==> src/design/board_reg_pkg.sv <==
////////////////////
// Register bank sizing and board reset values for the control registers.
// Import with a wildcard where register count or reset values are needed.
////////////////////

package board_reg_pkg;

  localparam int MAX_REGS   = 16;   // upper bound for NUM_REGS
  localparam int NUM_PERIPH = 4;    // routed spi peripherals, one mux bit each

  // peripheral select register, one bit per peripheral cs
  localparam int MUX_REG_INDEX = 1;

  // board reset values, one nibble per register, index 0 in the low nibble
  //   reg 1  mux        all peripherals deselected
  //   reg 10 irange     sense switches default closed
  //   others            all off
  localparam logic [MAX_REGS-1:0][3:0] REG_RESET_VALUES = {
    4'h0, 4'h0, 4'h0, 4'h0,   // 15..12
    4'h0, 4'hF, 4'h0, 4'h0,   // 11..8, irange sense at 10
    4'h0, 4'h0, 4'h0, 4'h0,   // 7..4
    4'h0, 4'h0, 4'h0, 4'h0    // 3..0
  };

endpackage

==> src/design/ctl_frame_pkg.sv <==
////////////////////
// SPI frame layout and address map shared by the receiver, the register
// cells and the router. Import with a wildcard in the module header.
////////////////////

package ctl_frame_pkg;

  localparam int FRAME_BITS = 16;   // addr byte + payload byte

  ////////////////////
  // frame views

  // control register write, clear nibble above set nibble
  typedef struct packed {
    logic [7:0] addr;
    logic [3:0] clr;
    logic [3:0] set;
  } ctl_wr_t;

  // plain byte view, soft-reset key and readback byte
  typedef struct packed {
    logic [7:0] addr;
    logic [7:0] data;
  } ctl_data_t;

  typedef union packed {
    ctl_wr_t   wr;
    ctl_data_t dat;
  } ctl_frame_u;

  ////////////////////
  // address map

  localparam logic [7:0] CTL_BASE_ADDR   = 8'd8;    // reg i lives at base + i
  localparam logic [7:0] SOFT_RESET_ADDR = 8'd5;
  localparam logic [7:0] SOFT_RESET_KEY  = 8'hA5;   // low byte must match

endpackage

==> src/design/board_ctl_top.sv <==
////////////////////
// Board control block top. SPI receiver, NUM_REGS control register cells
// and the peripheral router, all in the clk domain.
////////////////////

module board_ctl_top
  import ctl_frame_pkg::*, board_reg_pkg::*;
#(
  parameter int NUM_REGS = 12
)
(
  input  logic                     clk,
  input  logic                     reset,
  input  logic                     sclk,
  input  logic                     cs,           // active low
  input  logic                     special,      // active low
  input  logic                     mosi,
  input  logic [NUM_PERIPH-1:0]    periph_miso,
  output logic                     miso,
  output logic [NUM_PERIPH-1:0]    periph_cs,
  output logic [NUM_REGS-1:0][3:0] ctl_regs     // to switches, relays, converters
);

  ctl_frame_u frame;
  logic       write_stb;
  logic       soft_reset_stb;
  logic [7:0] rd_addr;
  logic [3:0] rd_value;
  logic       rx_dout;

  if (NUM_REGS < 2 || NUM_REGS > MAX_REGS)
    $error("NUM_REGS out of range");

  spi_frame_rx rx_i (
    .clk            (clk),
    .reset          (reset),
    .sclk           (sclk),
    .cs             (cs),
    .special        (special),
    .mosi           (mosi),
    .rd_value       (rd_value),
    .frame          (frame),
    .write_stb      (write_stb),
    .soft_reset_stb (soft_reset_stb),
    .rd_addr        (rd_addr),
    .rd_addr_stb    (),              // consumed inside the receiver
    .rx_dout        (rx_dout)
  );

  ////////////////////
  // register bank

  for (genvar i = 0; i < NUM_REGS; i++)
  begin : g_cell
    ctl_reg_cell #(
      .INDEX      (i),
      .INIT_VALUE (REG_RESET_VALUES[i])
    ) cell_i (
      .clk            (clk),
      .reset          (reset),
      .frame          (frame),
      .write_stb      (write_stb),
      .soft_reset_stb (soft_reset_stb),
      .value          (ctl_regs[i])
    );
  end

  periph_spi_router #(
    .NUM_REGS (NUM_REGS)
  ) router_i (
    .ctl_regs    (ctl_regs),
    .rd_addr     (rd_addr),
    .cs          (cs),
    .special     (special),
    .rx_dout     (rx_dout),
    .periph_miso (periph_miso),
    .rd_value    (rd_value),
    .periph_cs   (periph_cs),
    .miso        (miso)
  );

endmodule

==> src/design/ctl_reg_cell.sv <==
////////////////////
// One 4-bit control register with set, clear and toggle update.
// INDEX picks its address above CTL_BASE_ADDR, INIT_VALUE its reset value.
////////////////////

module ctl_reg_cell
  import ctl_frame_pkg::*;
#(
  parameter int         INDEX      = 0,
  parameter logic [3:0] INIT_VALUE = 4'h0
)
(
  input  logic       clk,
  input  logic       reset,
  input  ctl_frame_u frame,
  input  logic       write_stb,
  input  logic       soft_reset_stb,
  output logic [3:0] value
);

  localparam logic [7:0] CELL_ADDR = 8'(CTL_BASE_ADDR + INDEX);

  logic       hit;
  logic [3:0] both;   // bits both set and cleared

  assign hit  = frame.wr.addr == CELL_ADDR;
  assign both = frame.wr.set & frame.wr.clr;

  always_ff @(posedge clk)
  begin
    if (reset || soft_reset_stb)
      value <= INIT_VALUE;
    else if (write_stb && hit)
    begin
      if (|both)
        value <= value ^ both;                           // toggle overlap only
      else
        value <= (value | frame.wr.set) & ~frame.wr.clr; // set, then clear
    end
  end

  // toggle leaves the unmasked bits alone
  toggle_masked: assert property (@(posedge clk) disable iff (reset)
    (write_stb && hit && |both) |=> ((value ^ $past(value)) == $past(both)));

endmodule

==> src/design/periph_spi_router.sv <==
////////////////////
// Readback lookup over the register nibbles, peripheral cs routing and
// miso select. All paths combinational so routed peripherals see the pins.
////////////////////

module periph_spi_router
  import ctl_frame_pkg::*, board_reg_pkg::*;
#(
  parameter int NUM_REGS = 12
)
(
  input  logic [NUM_REGS-1:0][3:0]  ctl_regs,
  input  logic [7:0]                rd_addr,
  input  logic                      cs,        // active low
  input  logic                      special,   // active low
  input  logic                      rx_dout,
  input  logic [NUM_PERIPH-1:0]     periph_miso,
  output logic [3:0]                rd_value,
  output logic [NUM_PERIPH-1:0]     periph_cs,
  output logic                      miso
);

  localparam int IDX_W = $clog2(MAX_REGS);

  logic [NUM_PERIPH-1:0] mux_sel;
  logic [7:0]            rd_offset;
  logic [IDX_W-1:0]      rd_idx;
  logic                  rd_mapped;
  logic                  pass_on;

  assign mux_sel = ctl_regs[MUX_REG_INDEX][NUM_PERIPH-1:0];

  ////////////////////
  // readback lookup

  assign rd_offset = rd_addr - CTL_BASE_ADDR;      // wraps when below base
  assign rd_idx    = rd_offset[IDX_W-1:0];
  assign rd_mapped = (rd_addr >= CTL_BASE_ADDR) && (rd_offset < 8'(NUM_REGS));

  always_comb
  begin
    rd_value = 4'h0;                  // unmapped reads as zero
    if (rd_mapped)
      rd_value = ctl_regs[rd_idx];
  end

  ////////////////////
  // peripheral routing

  // cs only forwarded outside our own frames
  assign pass_on   = ~cs & special;
  assign periph_cs = ~({NUM_PERIPH{pass_on}} & mux_sel);

  always_comb
  begin
    if (!special)
      miso = rx_dout;                  // our own readback
    else
      miso = |(periph_miso & mux_sel); // selected peripherals, wired-or
  end

  // sampled while cs was still low, so this covers the whole frame
  no_periph_cs_in_own_frame: assert property (@(posedge cs)
    !special |-> &periph_cs);

endmodule

==> src/design/spi_frame_rx.sv <==
////////////////////
// SPI slave front end in the clk domain. Pins are synchronized and edge
// detected, mosi is shifted in, readback shifted out, and a validated frame
// ends in a one-cycle write or soft-reset strobe.
////////////////////

module spi_frame_rx
  import ctl_frame_pkg::*;
(
  input  logic       clk,
  input  logic       reset,
  input  logic       sclk,
  input  logic       cs,           // active low
  input  logic       special,      // active low
  input  logic       mosi,
  input  logic [3:0] rd_value,     // looked up from rd_addr
  output ctl_frame_u frame,
  output logic       write_stb,
  output logic       soft_reset_stb,
  output logic [7:0] rd_addr,
  output logic       rd_addr_stb,
  output logic       rx_dout
);

  localparam logic [3:0] PIN_IDLE = 4'b0110;   // sclk lo, cs hi, special hi, mosi lo
  localparam logic [4:0] CNT_FULL = 5'(FRAME_BITS);
  localparam logic [4:0] CNT_MAX  = 5'(FRAME_BITS + 1);   // over-long marker
  localparam logic [4:0] CNT_ADDR = 5'(FRAME_BITS / 2 - 1);

  logic [3:0] pin_s1;
  logic [3:0] pin_s2;
  logic       sclk_q;
  logic       cs_q;
  logic       sclk_s;
  logic       cs_s;
  logic       special_s;
  logic       mosi_s;
  logic       sclk_rise;
  logic       sclk_fall;
  logic       cs_rise;
  logic       selected;
  logic [4:0] bit_cnt;
  logic [7:0] rdbk_sr;
  logic       frame_ok;
  logic       key_ok;

  ////////////////////
  // pin sync

  always_ff @(posedge clk)
  begin
    if (reset)
    begin
      pin_s1 <= PIN_IDLE;
      pin_s2 <= PIN_IDLE;
      sclk_q <= 1'b0;
      cs_q   <= 1'b1;
    end
    else
    begin
      pin_s1 <= {sclk, cs, special, mosi};
      pin_s2 <= pin_s1;
      sclk_q <= sclk_s;    // one more stage for edges
      cs_q   <= cs_s;
    end
  end

  assign {sclk_s, cs_s, special_s, mosi_s} = pin_s2;

  assign sclk_rise = sclk_s & ~sclk_q;
  assign sclk_fall = ~sclk_s & sclk_q;
  assign cs_rise   = cs_s & ~cs_q;        // end of frame
  assign selected  = ~cs_s & ~special_s;  // frame addressed to this block

  ////////////////////
  // shift in

  // msb first, payload reg so no reset
  always_ff @(posedge clk)
  begin
    if (sclk_rise && selected)
      frame <= ctl_frame_u'({frame[FRAME_BITS-2:0], mosi_s});
  end

  always_ff @(posedge clk)
  begin
    if (reset)
      bit_cnt <= '0;
    else if (cs_s)
      bit_cnt <= '0;                          // idle between frames
    else if (sclk_rise && !special_s && bit_cnt != CNT_MAX)
      bit_cnt <= bit_cnt + 5'd1;              // sticks at 17
  end

  // address byte complete, router lookup is combinational
  always_ff @(posedge clk)
  begin
    if (reset)
      rd_addr_stb <= 1'b0;
    else
      rd_addr_stb <= sclk_rise && selected && bit_cnt == CNT_ADDR;
  end

  assign rd_addr = frame.dat.data;   // address still in the low byte here

  ////////////////////
  // readback out

  always_ff @(posedge clk)
  begin
    if (reset || cs_s)
    begin
      rdbk_sr <= '0;
      rx_dout <= 1'b0;
    end
    else if (rd_addr_stb)
      rdbk_sr <= {4'b0, rd_value};
    else if (sclk_fall)
    begin
      rx_dout <= rdbk_sr[7];             // master samples on next rise
      rdbk_sr <= {rdbk_sr[6:0], 1'b0};
    end
  end

  ////////////////////
  // commit

  assign frame_ok = cs_rise && !special_s && bit_cnt == CNT_FULL;
  assign key_ok   = frame.dat.addr == SOFT_RESET_ADDR && frame.dat.data == SOFT_RESET_KEY;

  always_ff @(posedge clk)
  begin
    if (reset)
    begin
      write_stb      <= 1'b0;
      soft_reset_stb <= 1'b0;
    end
    else
    begin
      write_stb      <= frame_ok && !key_ok;
      soft_reset_stb <= frame_ok && key_ok;
    end
  end

  strobes_exclusive: assert property (@(posedge clk) disable iff (reset)
    !(write_stb && soft_reset_stb));

endmodule

==> config.mk <==
export PLATFORM = sky130hd
export DESIGN_NAME = board_ctl_top
export DESIGN_NICKNAME = d
export VERILOG_FILES = /design/src/design/board_reg_pkg.sv /design/src/design/ctl_frame_pkg.sv /design/src/design/board_ctl_top.sv /design/src/design/ctl_reg_cell.sv /design/src/design/periph_spi_router.sv /design/src/design/spi_frame_rx.sv
export SDC_FILE = /design/constraint.sdc
export NUM_CORES = 1
export LEC_CHECK = 0
export BUFFER_PORTS_ARGS = -buffer_cell sky130_fd_sc_hd__buf_2
export CAP_MARGIN = 10
export CORE_AREA = 10 10 87 127
export DETAILED_ROUTE_END_ITERATION = 10
export DIE_AREA = 0 0 97 137
export PLACE_DENSITY_LB_ADDON = 0.15
export SYNTH_ARGS = -nofsm -noshare
export SYNTH_HDL_FRONTEND = slang
export SYNTH_SLANG_ARGS = --single-unit
==> constraint.sdc <==
create_clock -name clk -period 2.3 [get_ports clk]
set_clock_uncertainty 0.05 [all_clocks]
set_input_delay 0.575 -clock clk [delete_from_list [all_inputs] [get_ports clk]]
set_output_delay 0.575 -clock clk [all_outputs]
set_load 0.02 [all_outputs]
==> results of run 1 <==
-- synth_stat cells, drive strengths merged, types with 2 or more instances --
master	instances	area, sq um
or2	7	43.8
a21oi	11	55.1
nor3	28	140
a41oi	3	26.3
o21ai	4	27.5
inv	12	45.0
mux2	2	22.5
mux2i	6	60.1
o21a	2	15.0
mux4	8	180
nand2b	3	18.8
a211oi	22	165
xor2	2	17.5
or2b	2	17.5
edfxtp	16	480
nor4	6	37.5
a21o	3	25.0
o41ai	10	87.6
ha	4	50.1
nor3b	3	22.5
nor2b	14	87.6
a31oi	35	219
nand3	5	25.0
dfxtp	75	1500
clkbuf	33	149
o2111ai	3	26.3
a22oi	3	22.5
buf	10	82.6
o311ai	9	78.8
nand4	5	31.3
nor2	20	75.1
xnor2	2	17.5
nor4b	2	17.5
nand3b	2	15.0
o32ai	5	43.8
a311oi	15	131
and2	4	25.0
and3	3	18.8
nand2	87	329
-- area by class of cell --
| class | instances | area (sq um) |
|---|---|---|
| Fill cell | 777 | 3550 |
| Multi-Input combinational cell | 347 | 2240 |
| Sequential cell | 91 | 1980 |
| Timing Repair Buffer | 88 | 518 |
| Clock buffer | 10 | 250 |
| Tap cell | 110 | 138 |
| Clock inverter | 6 | 60.1 |
| Inverter | 12 | 45.0 |
-- power by group through the flow --
stage	logic (uW)	registers [uW]	clock network, uW
floorplan	35.6	1660	0
global placement	52.4	1660	0
detailed placement	52.9	1660	0
CTS	53.4	1630	1560
global route	59.7	1630	1620
finish	53.9	1630	1540
-- flip-flops by register name (all words and copies together) (netlist names), 4 cells and up --
signal,count
g_cell.cell_i.value,48
rx_i.pin_s2,4
rx_i.pin_s1,4
rx_i.rdbk_sr,8
rx_i.bit_cnt,5
rx_i.frame,16
-- metrics by stage --
stage / setup WS, ns / area, sq um / hold slack [ns] / cells / power (uW)
after floorplan: 0.203 / 4500 / 0.336 / 494 / 1700
after detailed placement: 0.257 / 4920 / 0.352 / 648 / 1720
final: 0.239 / 5230 / 0.364 / 664 / 3220
after CTS: 0.238 / 5230 / 0.369 / 664 / 3240
after global placement: 0.302 / 4920 / 0.342 / 648 / 1720
after global routing: 0.0918 / 5230 / 0.373 / 664 / 3300
-- layer usage --
metal,GRT usage (%),vias up,share of wire [%]
li1,-,1968,-
met1,21.9,2040,38
met2,36.5,195,52
met3,3.63,43,6.2
met4,11.9,0,3.2
met5,0,-,0
-- cell families (layout without fill, tap and decap cells) --
family                   after synthesis  after routing  share of synthesized area (%)
AO/OA/AOI/OAI                        129            129                           21.3
XOR/XNOR                               4              4                          0.778
adder cells (fa/ha/maj)                4              4                           1.11
buffers and inverters                 56            116                           6.36
flip-flops                            91             91                           44.0
multiplexers                          16             16                           5.83
AND/OR/NAND/NOR                      194            194                           20.6
-- worst min-delay path by stage --
stage,to,start,cells after the start,slack [ns]
final,rx_i.pin_s2[2],rx_i.pin_s1[2],1,0.36
after global routing,rx_i.pin_s2[2],rx_i.pin_s1[2],1,0.37
after CTS,rx_i.pin_s2[1],rx_i.pin_s1[1],1,0.37
after detailed placement,rx_i.pin_s2[1],rx_i.pin_s1[1],1,0.35
after global placement,rx_i.pin_s2[1],rx_i.pin_s1[1],1,0.34
after floorplan,rx_i.frame[0],rx_i.pin_s2[0],0,0.34
==> results.txt, run 1 <==
* R2r worst-path depth: 6
* Tmin final: roughly 2.1 ns
- Across all register-to-register paths, the minimum setup slack is 0.24 ns.
- The worst setup path is launched from a flip-flop.
- Internal power: 2550 uW
- Buffers added to address setup during post-CTS repair amount to 0.
* Net load switching power: around 670 uW
* Cts hold-fix bufs: 0
- After clock tree synthesis, the clock-pin slew on the worst setup and hold paths is around 0.060 ns.
- Clock tree from TritonCTS: built
* Post-layout utilization of the core: between 50% and 60%
- Summed instance area of the synthesized netlist: approximately 0.0045 sq mm
- The initial utilization of the core area, before any placement, comes to 51.3%.
* Max-cap violations: 0
* Most prevalent standard cell on the critical path: buf_4
- Die X-Extent: 97 microns
- Synthesized net count: 508
* Primary flip-flop cell chosen by synthesis mapping: dfxtp_1
* Worst reg2reg path startpoint: rx_i.frame[4]
- Most common cell after layout, fill and taps aside: nand2_1
* Comb pwr share: 1.7%
- Of the total power, the share spent switching nets is 20.9%.
- After detailed routing, the total wire length is 14000 microns.
- Number of iterations in the first detailed-routing pass: 5
* Number of diodes: 0
* Critical Path Stages: 6
- Worst-path fanout max: 32
* Required arrival time at the worst endpoint: 2.46 ns
- Post-detailed-route via-to-cell ratio: 6.39
- The clock reaches the later pin of the worst-skew pair after 0.35 ns.
- Largest net degree at the start of global routing: 37
- Core Rows: 42
- Setup repair after global routing left no endpoint under its margin.
- During I/O placement, the number of pins put on the boundary was 63.
- Measured along the y axis, the die boundary spans 137 microns.
* CP bufs+invs: 2
- Per report_power, the sequential group accounts for 50.5% of the total.
- Derived from the worst setup path, the maximum achievable clock frequency is 485 MHz.
* Maximum ir drop on the vdd rail: 0.000515 V
* Register area share after synthesis: 44.0%
- Number of different library cells in the post-synthesis netlist: between 50 and 60
* Largest delay share family, worst path: buffers and inverters
* Post-detailed-placement half-perimeter wirelength: 9870 microns
- The first global-routing pass estimated 21800 microns of wire.
* Worst reg2reg endpoint: g_cell[9].cell_i.value[2]
- In this run the tightest slew margin relative to its limit is 58.3%.
* Total Die Area: 0.0133 sq mm
- Critical Path End Type: flip-flop
- Synth Instances: 494
- Post-synth EDFFs: 16
- Drc violations: 0
- The library cells used most frequently in the layout, excluding fill and tap cells, are nand2_1 (86), dfxtp_1 (75), buf_2 (62).
- Global route total overflow: 0
- Total power density per cell area: 616 mW/mm^2
* Total clock buffers created by CTS: 9
* Number of pins with negative max-slew slack in the final report: 0
* Initial antenna violation count: 0
* Fraction of the cycle the final worst path needs: 89.6%
- Worst slew pin tran: 0.623 ns
- Mapped Avg Cell Area: about 9.1 sq um
- The longest clock path from root to sink contains 2 buffers.
- Maximum cell stage delay along the critical path: 0.48 ns
- Share of power burned in the clock network: 47.8%
* Number of H-tree branching levels: 3
- Counting flops and latches in the post-synthesis netlist gives 91.
- Number of nets in the finished design: 563
- The area growth from synthesis to layout is 16.1%.
* Overall track demand over capacity in global routing: between 20 and 25%
- The slowest stage of the critical path belongs to the cell edfxtp_1.
- For this design, the sink count on the clock tree is 91.
- The root buffer cell chosen for the clock tree is clkbuf_16.
- Origin of the worst setup path: rx_i.frame[4]
- Crit Path Category: reg -> reg
- The signal on the critical path passes through a222oi_1, buf_4, nand2_2, buf_4, nand2_1, a311oi_1.
* Count of instances resized after the clock tree is built: 0
- After the first detailed-routing iteration, the DRC count stood at 294.
- After floorplanning, the core was sized to cover between 0.008 and 0.009 sq mm.
- Total of warnings raised by yosys: 0
- Static leakage: 0.00192 uW
* Final Hold Fails: 0
* Post-detailed-route count of antenna-violating nets: 0
- Run status: complete, no violations
- Class of the tightest hold or removal check: reg -> reg
* Vias after detailed routing: 4246
* Gp weighted congestion: between 0.8 and 0.9
- Setup violations remaining at the end of the flow were counted as 0.
- DR WL/cell: approximately 21 microns
* Fraction of registers with async set/reset: 0%
- Via count of the first global-routing pass: 4126
* IO Port Bufs: 62
* Data arrival at the endpoint of the critical path: roughly 2.2 ns
- The critical path ends at g_cell[9].cell_i.value[2].
- Setup total negative slack on the finished layout was measured at 0 ns.
- Share of layout cells above drive strength 1: 23.3%
(Power assumes the default switching activity.)
==> inputs of run 2 (changes only) <==
--- a/config.mk
+++ b/config.mk
@@ -7,9 +7,9 @@
 export LEC_CHECK = 0
 export BUFFER_PORTS_ARGS = -buffer_cell sky130_fd_sc_hd__buf_2
 export CAP_MARGIN = 10
-export CORE_AREA = 10 10 87 127
+export CORE_AREA = 10 10 84 122
 export DETAILED_ROUTE_END_ITERATION = 10
-export DIE_AREA = 0 0 97 137
+export DIE_AREA = 0 0 94 132
 export PLACE_DENSITY_LB_ADDON = 0.15
 export SYNTH_ARGS = -nofsm -noshare
 export SYNTH_HDL_FRONTEND = slang
==> constraint.sdc (replaced) <==
create_clock -name clk -period 2.1 [get_ports clk]
set_clock_uncertainty 0.05 [all_clocks]
set_input_delay 0.525 -clock clk [delete_from_list [all_inputs] [get_ports clk]]
set_output_delay 0.525 -clock clk [all_outputs]
set_load 0.02 [all_outputs]
==> run 2 against run 1 <==
Global-route usage up 1.8 points. Register-to-register slack got worse by 0.15 ns. First-iteration DRC count grew 23%. Die area down 6.6%. Clock-buffer cell count grew 3. Maximum frequency is 2.4% higher. Critical path type unchanged. Largest power group unchanged.
==> results.txt, run 2 (synthesis results as in run 1) <==
- The run finished with clean final reports.
- The worst setup path is of the reg -> reg kind.
- The worst register-to-register path begins at rx_i.frame[4].
- The share of final-layout standard cells stronger than drive strength 1 came to 24.0% (+0.74 points).
* Capture point of the worst path: g_cell[3].cell_i.value[3]
- The latest clock arrival within the worst-skew pair is 0.35 ns (about the same).
- The worst setup path is launched from a flip-flop.
- Leading registers by flop count: g_cell.cell_i.value (48), rx_i.frame (16), rx_i.rdbk_sr (8)
* First-pass GRT wire length: 22000 microns (+0.92%)
- Static leakage: 0.00194 uW (+1.1%)
* Gp weighted congestion: 0.927 (+3.7%)
- The pin count of the biggest net entering global routing was 29 (-22%).
- For this design, the slowest cell found on the critical path is edfxtp_1.
- Maximum clock path buffer count: 2 (unchanged)
* Reg clk slew, reported paths: 0.06 ns (about the same)
* Total setup violations reported at the end of the flow: 0 (unchanged)
- The critical path required time was 2.29 ns (-0.17 ns).
- The number of levels the H-tree was split into was 3 (unchanged).
- The maximum fanout count along the critical path is 11 (-66%).
- Post-detailed-route via-to-cell ratio: 6.45 (+0.89%)
- Cell breakdown of the critical path: a222oi_1, buf_4, o21ai_2, or2_1, o41ai_1
- Pre-CTS setup slack: 0.0723 ns (-0.185 ns)
* Clock net sink count: 91 (unchanged)
- The power per unit of standard cell area came to 652 mW/mm^2 (+5.8%).
- The tightest slew margin relative to the limit came to 60.4% (+2.1 points).
- Core Rows: 40 (-4.8%)
- Global route total overflow: 0 (unchanged)
- Fraction of the cycle the final worst path needs: 95.8% (+6.2 points)
* Register ranked first by flip-flop count: g_cell.cell_i.value
- The half-perimeter wire length of the detailed placement result came to 9740 microns (-1.4%).
* Maximum cell stage delay along the critical path: 0.51 ns (+0.03 ns)
- The post-layout worst setup margin was 0.0876 ns (-0.151 ns).
* Die X-Extent: 94 microns (-3.1%)
* IO Pins: 63 (unchanged)
* Drc violations: 0 (unchanged)
- Largest register FFs: 48 (unchanged)
* Worst slew pin tran: 0.589 ns (-0.0343 ns)
- Worst-case register-to-register setup slack: 0.09 ns (-0.15 ns)
- The height of the die came to 132 microns (-3.6%).
* Clock Tree Root: clkbuf_16
- Number of nets in the finished design: 571 (+1.4%)
- The number of buffers inserted during clock tree synthesis is 9 (unchanged).
- Combined area of the multi-input logic cells: 0.00224 sq mm (+0.34%)
* Overall track demand over capacity in global routing: 22.1% (+1.8 points)
- The area taken by flip-flops and latches came to 0.00198 sq mm (unchanged).
* Total Wirelength: 13900 microns (-0.59%)
- Most common cell after layout, fill and taps aside: nand2_1
- The number of maximum-capacitance constraint violations was 0 (unchanged).
- Initial antenna violation count: 0 (unchanged)
* First-iteration detailed-routing DRC count: 363 (+23%)
* Data arrival at the endpoint of the critical path: 2.21 ns (about the same)
- The area of the core is 0.00801 sq mm (-8.8%).
- DR WL/cell: 20.9 microns (-1.0%)
* Via count of the first global-routing pass: 4260 (+3.2%)
- R2r worst-path depth: 5 (-1)
- Class of the tightest hold or removal check: in -> reg
* Critical Path End Type: flip-flop
- The maximum vdd ir drop is 0.000443 V (-14%).
* Largest delay share family, worst path: compound AO/OA/AOI/OAI gates
- Setup repair after global routing missed its margin: false
* Number of diodes: 0 (unchanged)
- Clock tree from TritonCTS: built
* Vias after detailed routing: 4303 (+1.3%)
- The first-pass detailed-route iteration total came to 5 (unchanged).
- Compared with the post-synthesis result, the final layout area differs by 17.6%.
- The hold violation total from the final report was 0 (unchanged).
- Critical Path Stages: 5 (-1)
- The maximum operating frequency was 497 MHz (+2.4%).
- Number of filler cells placed in the layout: 694 (-11%)
- The accumulated negative setup slack is 0 ns (unchanged).
- Post-detailed-route count of antenna-violating nets: 0 (unchanged)
- Most used cells in the layout excluding fill and tap cells: nand2_1 (86), dfxtp_1 (75), buf_2 (62)
- Total Die Area: 0.0124 sq mm (-6.6%)
- The count of buffers inserted at the top-level ports was 62 (unchanged).
* Effective utilization at floorplan: 56.2% (+4.9 points)
- Worst reg2reg endpoint: g_cell[3].cell_i.value[3]
- The time the final worst path needs with I/O delays and setup was 2.01 ns (-0.0488 ns).
- Number of pins with negative max-slew slack in the final report: 0 (unchanged)
- CP bufs+invs: 1 (-1)
- Origin of the worst setup path: rx_i.frame[4]
run 2: area by class of cell:
cell class / count / share of cell area, %
inverter: 12 / 0.851
sequential: 91 / 37.4
clock inverter: 3 / 0.756
tap: 105 / 2.48
clock buffer: 13 / 4.73
multi-input combinational: 347 / 42.4
timing repair buffer: 96 / 11.4
run 2: what timing repair did:
action	in CTS	in global routing
endpoints found under the setup margin	0	16
hold buffers	0	0
buffers inserted	0	2
gates resized for setup	0	2
run 2: worst min-delay path by stage:
stage / startpoint / to / slack, ns / depth (start not counted)
final: cs / rx_i.pin_s1[2] / 0.33 / 2
after global routing: cs / rx_i.pin_s1[2] / 0.36 / 2
after CTS: cs / rx_i.pin_s1[2] / 0.33 / 2
after detailed placement: rx_i.pin_s2[0] / rx_i.frame[0] / 0.35 / 0
after global placement: rx_i.pin_s1[2] / rx_i.pin_s2[2] / 0.34 / 1
after floorplan: rx_i.pin_s2[0] / rx_i.frame[0] / 0.34 / 0
run 2: per-stage QoR:
stage	util, %	hold slack [ns]	total power [uW]	area (sq um)	std cells
final	66.1	0.331	3450	5300	667
after floorplan	-	0.336	1860	4500	494
after detailed placement	62.2	0.347	1880	4980	649
after global placement	62.2	0.344	1880	4980	649
after global routing	66.1	0.357	3530	5300	667
after CTS	65.8	0.330	3470	5270	665
run 2: report_power, final:
group	internal [uW]	switching (uW)
Combinational	23.5	39.0
Sequential	1780	5.32
Clock	952	653
run 2: routing by layer:
layer	track usage, %	part of all wire [%]
met1	25.6	37
met2	37.6	51
met3	3.99	8.9
met4	10.7	2.9
met5	0	0
==> inputs of run 3 (changes only) <==
--- a/config.mk
+++ b/config.mk
@@ -10,7 +10,7 @@
 export CORE_AREA = 10 10 84 122
 export DETAILED_ROUTE_END_ITERATION = 10
 export DIE_AREA = 0 0 94 132
-export PLACE_DENSITY_LB_ADDON = 0.15
+export PLACE_DENSITY_LB_ADDON = 0.1
 export SYNTH_ARGS = -nofsm -noshare
 export SYNTH_HDL_FRONTEND = slang
 export SYNTH_SLANG_ARGS = --single-unit
==> run 3 against run 2 <==
Via count fell by 0.37%. Total power is 3.0% higher. Worst setup slack better by 0.050 ns. Wire length fell by 4.1%. Final cell count fell by 0.60%. Clock-buffer cell count is the same. Die area unchanged. Global-route usage down 0.70 points. Sequential share of layout area decreased by 0.25 points. Register-to-register slack better by 0.05 ns.
==> results.txt, run 3 (synthesis results as in run 1) <==
* Post-detailed-placement half-perimeter wirelength: 9510 microns (-2.4%)
* Maximum clock path buffer count: 2 (unchanged)
- The reg-to-reg setup timing slack was 0.14 ns (+0.05 ns).
* Share of layout cells above drive strength 1: 24.2% (+0.17 points)
* Worst-path fanout max: 21 (+10)
- Core Rows: 40 (unchanged)
* Via count of the first global-routing pass: 4200 (-1.4%)
- Vias after detailed routing: 4287 (-0.37%)
* Crit Path Category: reg -> reg
- The number of flip-flops under the largest register name came to 48 (unchanged).
- Fraction of the cycle the final worst path needs: 93.5% (-2.4 points)
- Post-layout utilization of the core: 66.6% (+0.44 points)
- Register ranked first by flip-flop count: g_cell.cell_i.value
- The post-place setup slack was 0.137 ns (+0.0649 ns).
- Die height: 132 microns (unchanged)
- Combined area of the multi-input logic cells: 0.00225 sq mm (+0.28%)
* Gp weighted congestion: 0.890 (-4.0%)
- Die X-Extent: 94 microns (unchanged)
- The number of buffers inserted during clock tree synthesis came to 9 (unchanged).
- The total setup buffers inserted after CTS came to 0 (unchanged).
* Total Wirelength: 13300 microns (-4.1%)
* Most prevalent standard cell on the critical path: mux4_2
- On the critical path, the stage with the largest delay is an instance of mux4_2.
- Total Die Area: 0.0124 sq mm (unchanged)
- The mean number of vias per cell was 6.47 (+0.23%).
- Number of pins with negative max-slew slack in the final report: 0 (unchanged)
- Number of iterations in the first detailed-routing pass: 5 (unchanged)
- Leaving out fill and tap cells, the most frequent cell in the layout is nand2_1.
- Among cell families on the critical path, the largest total delay comes from multiplexers.
* Static leakage: 0.00196 uW (+0.68%)
* Maximum ir drop on the vdd rail: 0.000411 V (-7.1%)
- The hold violation total from the final report was 0 (unchanged).
- The number of remaining DRC errors is 0 (unchanged).
- The pin count of the biggest net entering global routing was 38 (+31%).
- The tightest slew margin relative to the limit came to 61.0% (+0.56 points).
* Tmin final: 1.96 ns (-0.0500 ns)
* Data arrival at the endpoint of the critical path: 2.14 ns (-0.07 ns)
- The count of fill cells added during filler insertion is 672 (-3.2%).
- First-pass GRT wire length: 21500 microns (-2.5%)
- Overall track demand over capacity in global routing: 21.4% (-0.70 points)
- Storage cell area: 0.00198 sq mm (unchanged)
- The detailed-route wire length per cell is 20.1 microns (-3.5%).
* Required arrival time at the worst endpoint: 2.28 ns (about the same)
- The flow ran to the end, and the final reports show no timing, DRC or antenna violations.
- Clock Tree Root: clkbuf_16
- The violation count after the first detailed-routing iteration is 336 (-7.4%).
- Most used cells in the layout excluding fill and tap cells: nand2_1 (86), dfxtp_1 (75), buf_2 (62)
* Post-detailed-route count of antenna-violating nets: 0 (unchanged)
* Critical Path End Type: flip-flop
- Final instance area: 0.00533 sq mm (+0.66%)
* Total power density per cell area: 667 mW/mm^2 (+2.4%)
- Max-cap violations: 0 (unchanged)
- The starting density of the core came to 56.2% (unchanged).
- Initial antenna violation count: 0 (unchanged)
- The tightest min-delay check is of the in -> reg type.
* Number of H-tree branching levels: 3 (unchanged)
- Number of nets in the finished design: 567 (-0.70%)
- IO Port Bufs: 62 (unchanged)
- Maximum cell stage delay along the critical path: 0.50 ns (about the same)
- The area of the core is 0.00801 sq mm (unchanged).
* Total Neg Setup Slack: 0 ns (unchanged)
- The measured slew at the worst slew-check pin came to 0.584 ns (-0.00509 ns).
* Standard cell area after detailed placement: 0.00499 sq mm (+0.20%)
* IO Pins: 63 (unchanged)
- The total of endpoints with negative setup slack in the final report came to 0 (unchanged).
- The number of sinks driven by the clock tree was 91 (unchanged).
- TritonCTS built the clock tree.
- The post-layout worst setup margin came to 0.138 ns (+0.0500 ns).
- Number of diodes: 0 (unchanged)
- The number of buffers and inverters on the critical path was 1 (unchanged).
* Area overhead of the layout relative to synthesis: 18.3%
- Hold Worst Slack: 0.336 ns (+0.00467 ns)
* Startpoint class of the critical path: flip-flop
- Maximum operating frequency: 510 MHz (+2.5%)
- Leading registers by flop count: g_cell.cell_i.value (48), rx_i.frame (16), rx_i.rdbk_sr (8)
- Walking the worst path, the cells encountered are buf_12, mux4_2, mux4_2, a31oi_1, nor3_1.
- Reg clk slew, reported paths: 0.06 ns (about the same)
- The latest clock arrival within the worst-skew pair was 0.34 ns (about the same).
- The total overflow reported by the global router is 0 (unchanged).
* Setup repair after global routing missed its margin: false
==> run 3: cell count changes in the layout (fill, tap and decap cells not counted), sizes merged <==
cell      before  now
clkinvlp       0    1
buf           96   92
clkinv         2    1
==> run 3: through the flow <==
stage	power, uW	std cells
finish	3560	663
global route	3650	663
CTS	3580	663
detailed placement	1880	647
global placement	1880	647
floorplan	1860	494
==> run 3: power by group <==
part / switching, uW / leakage [uW] / internal [uW]
clock network: 653 / 0.000157 / 1060
registers: 5.41 / 0.000749 / 1780
logic: 39.4 / 0.00105 / 22.4
==> run 3: layout make-up <==
class | instances | area share (%)
clock buffers | 13 | 5.28
multi-input cells | 347 | 42.2
clock inverters | 3 | 0.798
well taps | 105 | 2.46
inverters | 12 | 0.845
flip-flops and latches | 91 | 37.2
repair buffers | 92 | 11.2
==> run 3: worst paths after layout <==
path,start,to,depth (start not counted)
setup reg to reg,rx_i.frame[0],rx_i.rdbk_sr[3],5
hold / removal,cs,rx_i.pin_s1[2],2
hold reg to reg,rx_i.pin_s1[2],rx_i.pin_s2[2],1
setup / recovery,rx_i.frame[0],rx_i.rdbk_sr[3],5
==> run 3: what timing repair did <==
| item | CTS | global route |
|---|---|---|
| hold buffers | 0 | 0 |
| resized for setup | 0 | 4 |
| endpoints found under the setup margin | 0 | 10 |
==> run 3: worst reg2reg max path: cells and delay by family, from the launching register on <==
family                 cells  cell delay, ns
muxes                      2            0.96
DFF                        1            0.42
buffers and inverters      1            0.19
AOI/OAI and AO/OA          1            0.18
and+or+nand+nor            1            0.06
==> run 3: per-layer routing <==
metal	track usage (%)	vias to the layer above	part of all wire (%)
li1	-	1984	-
met1	25.0	2077	40
met2	36.3	191	51
met3	3.99	35	6.3
met4	9.83	0	3.2
met5	0	-	0
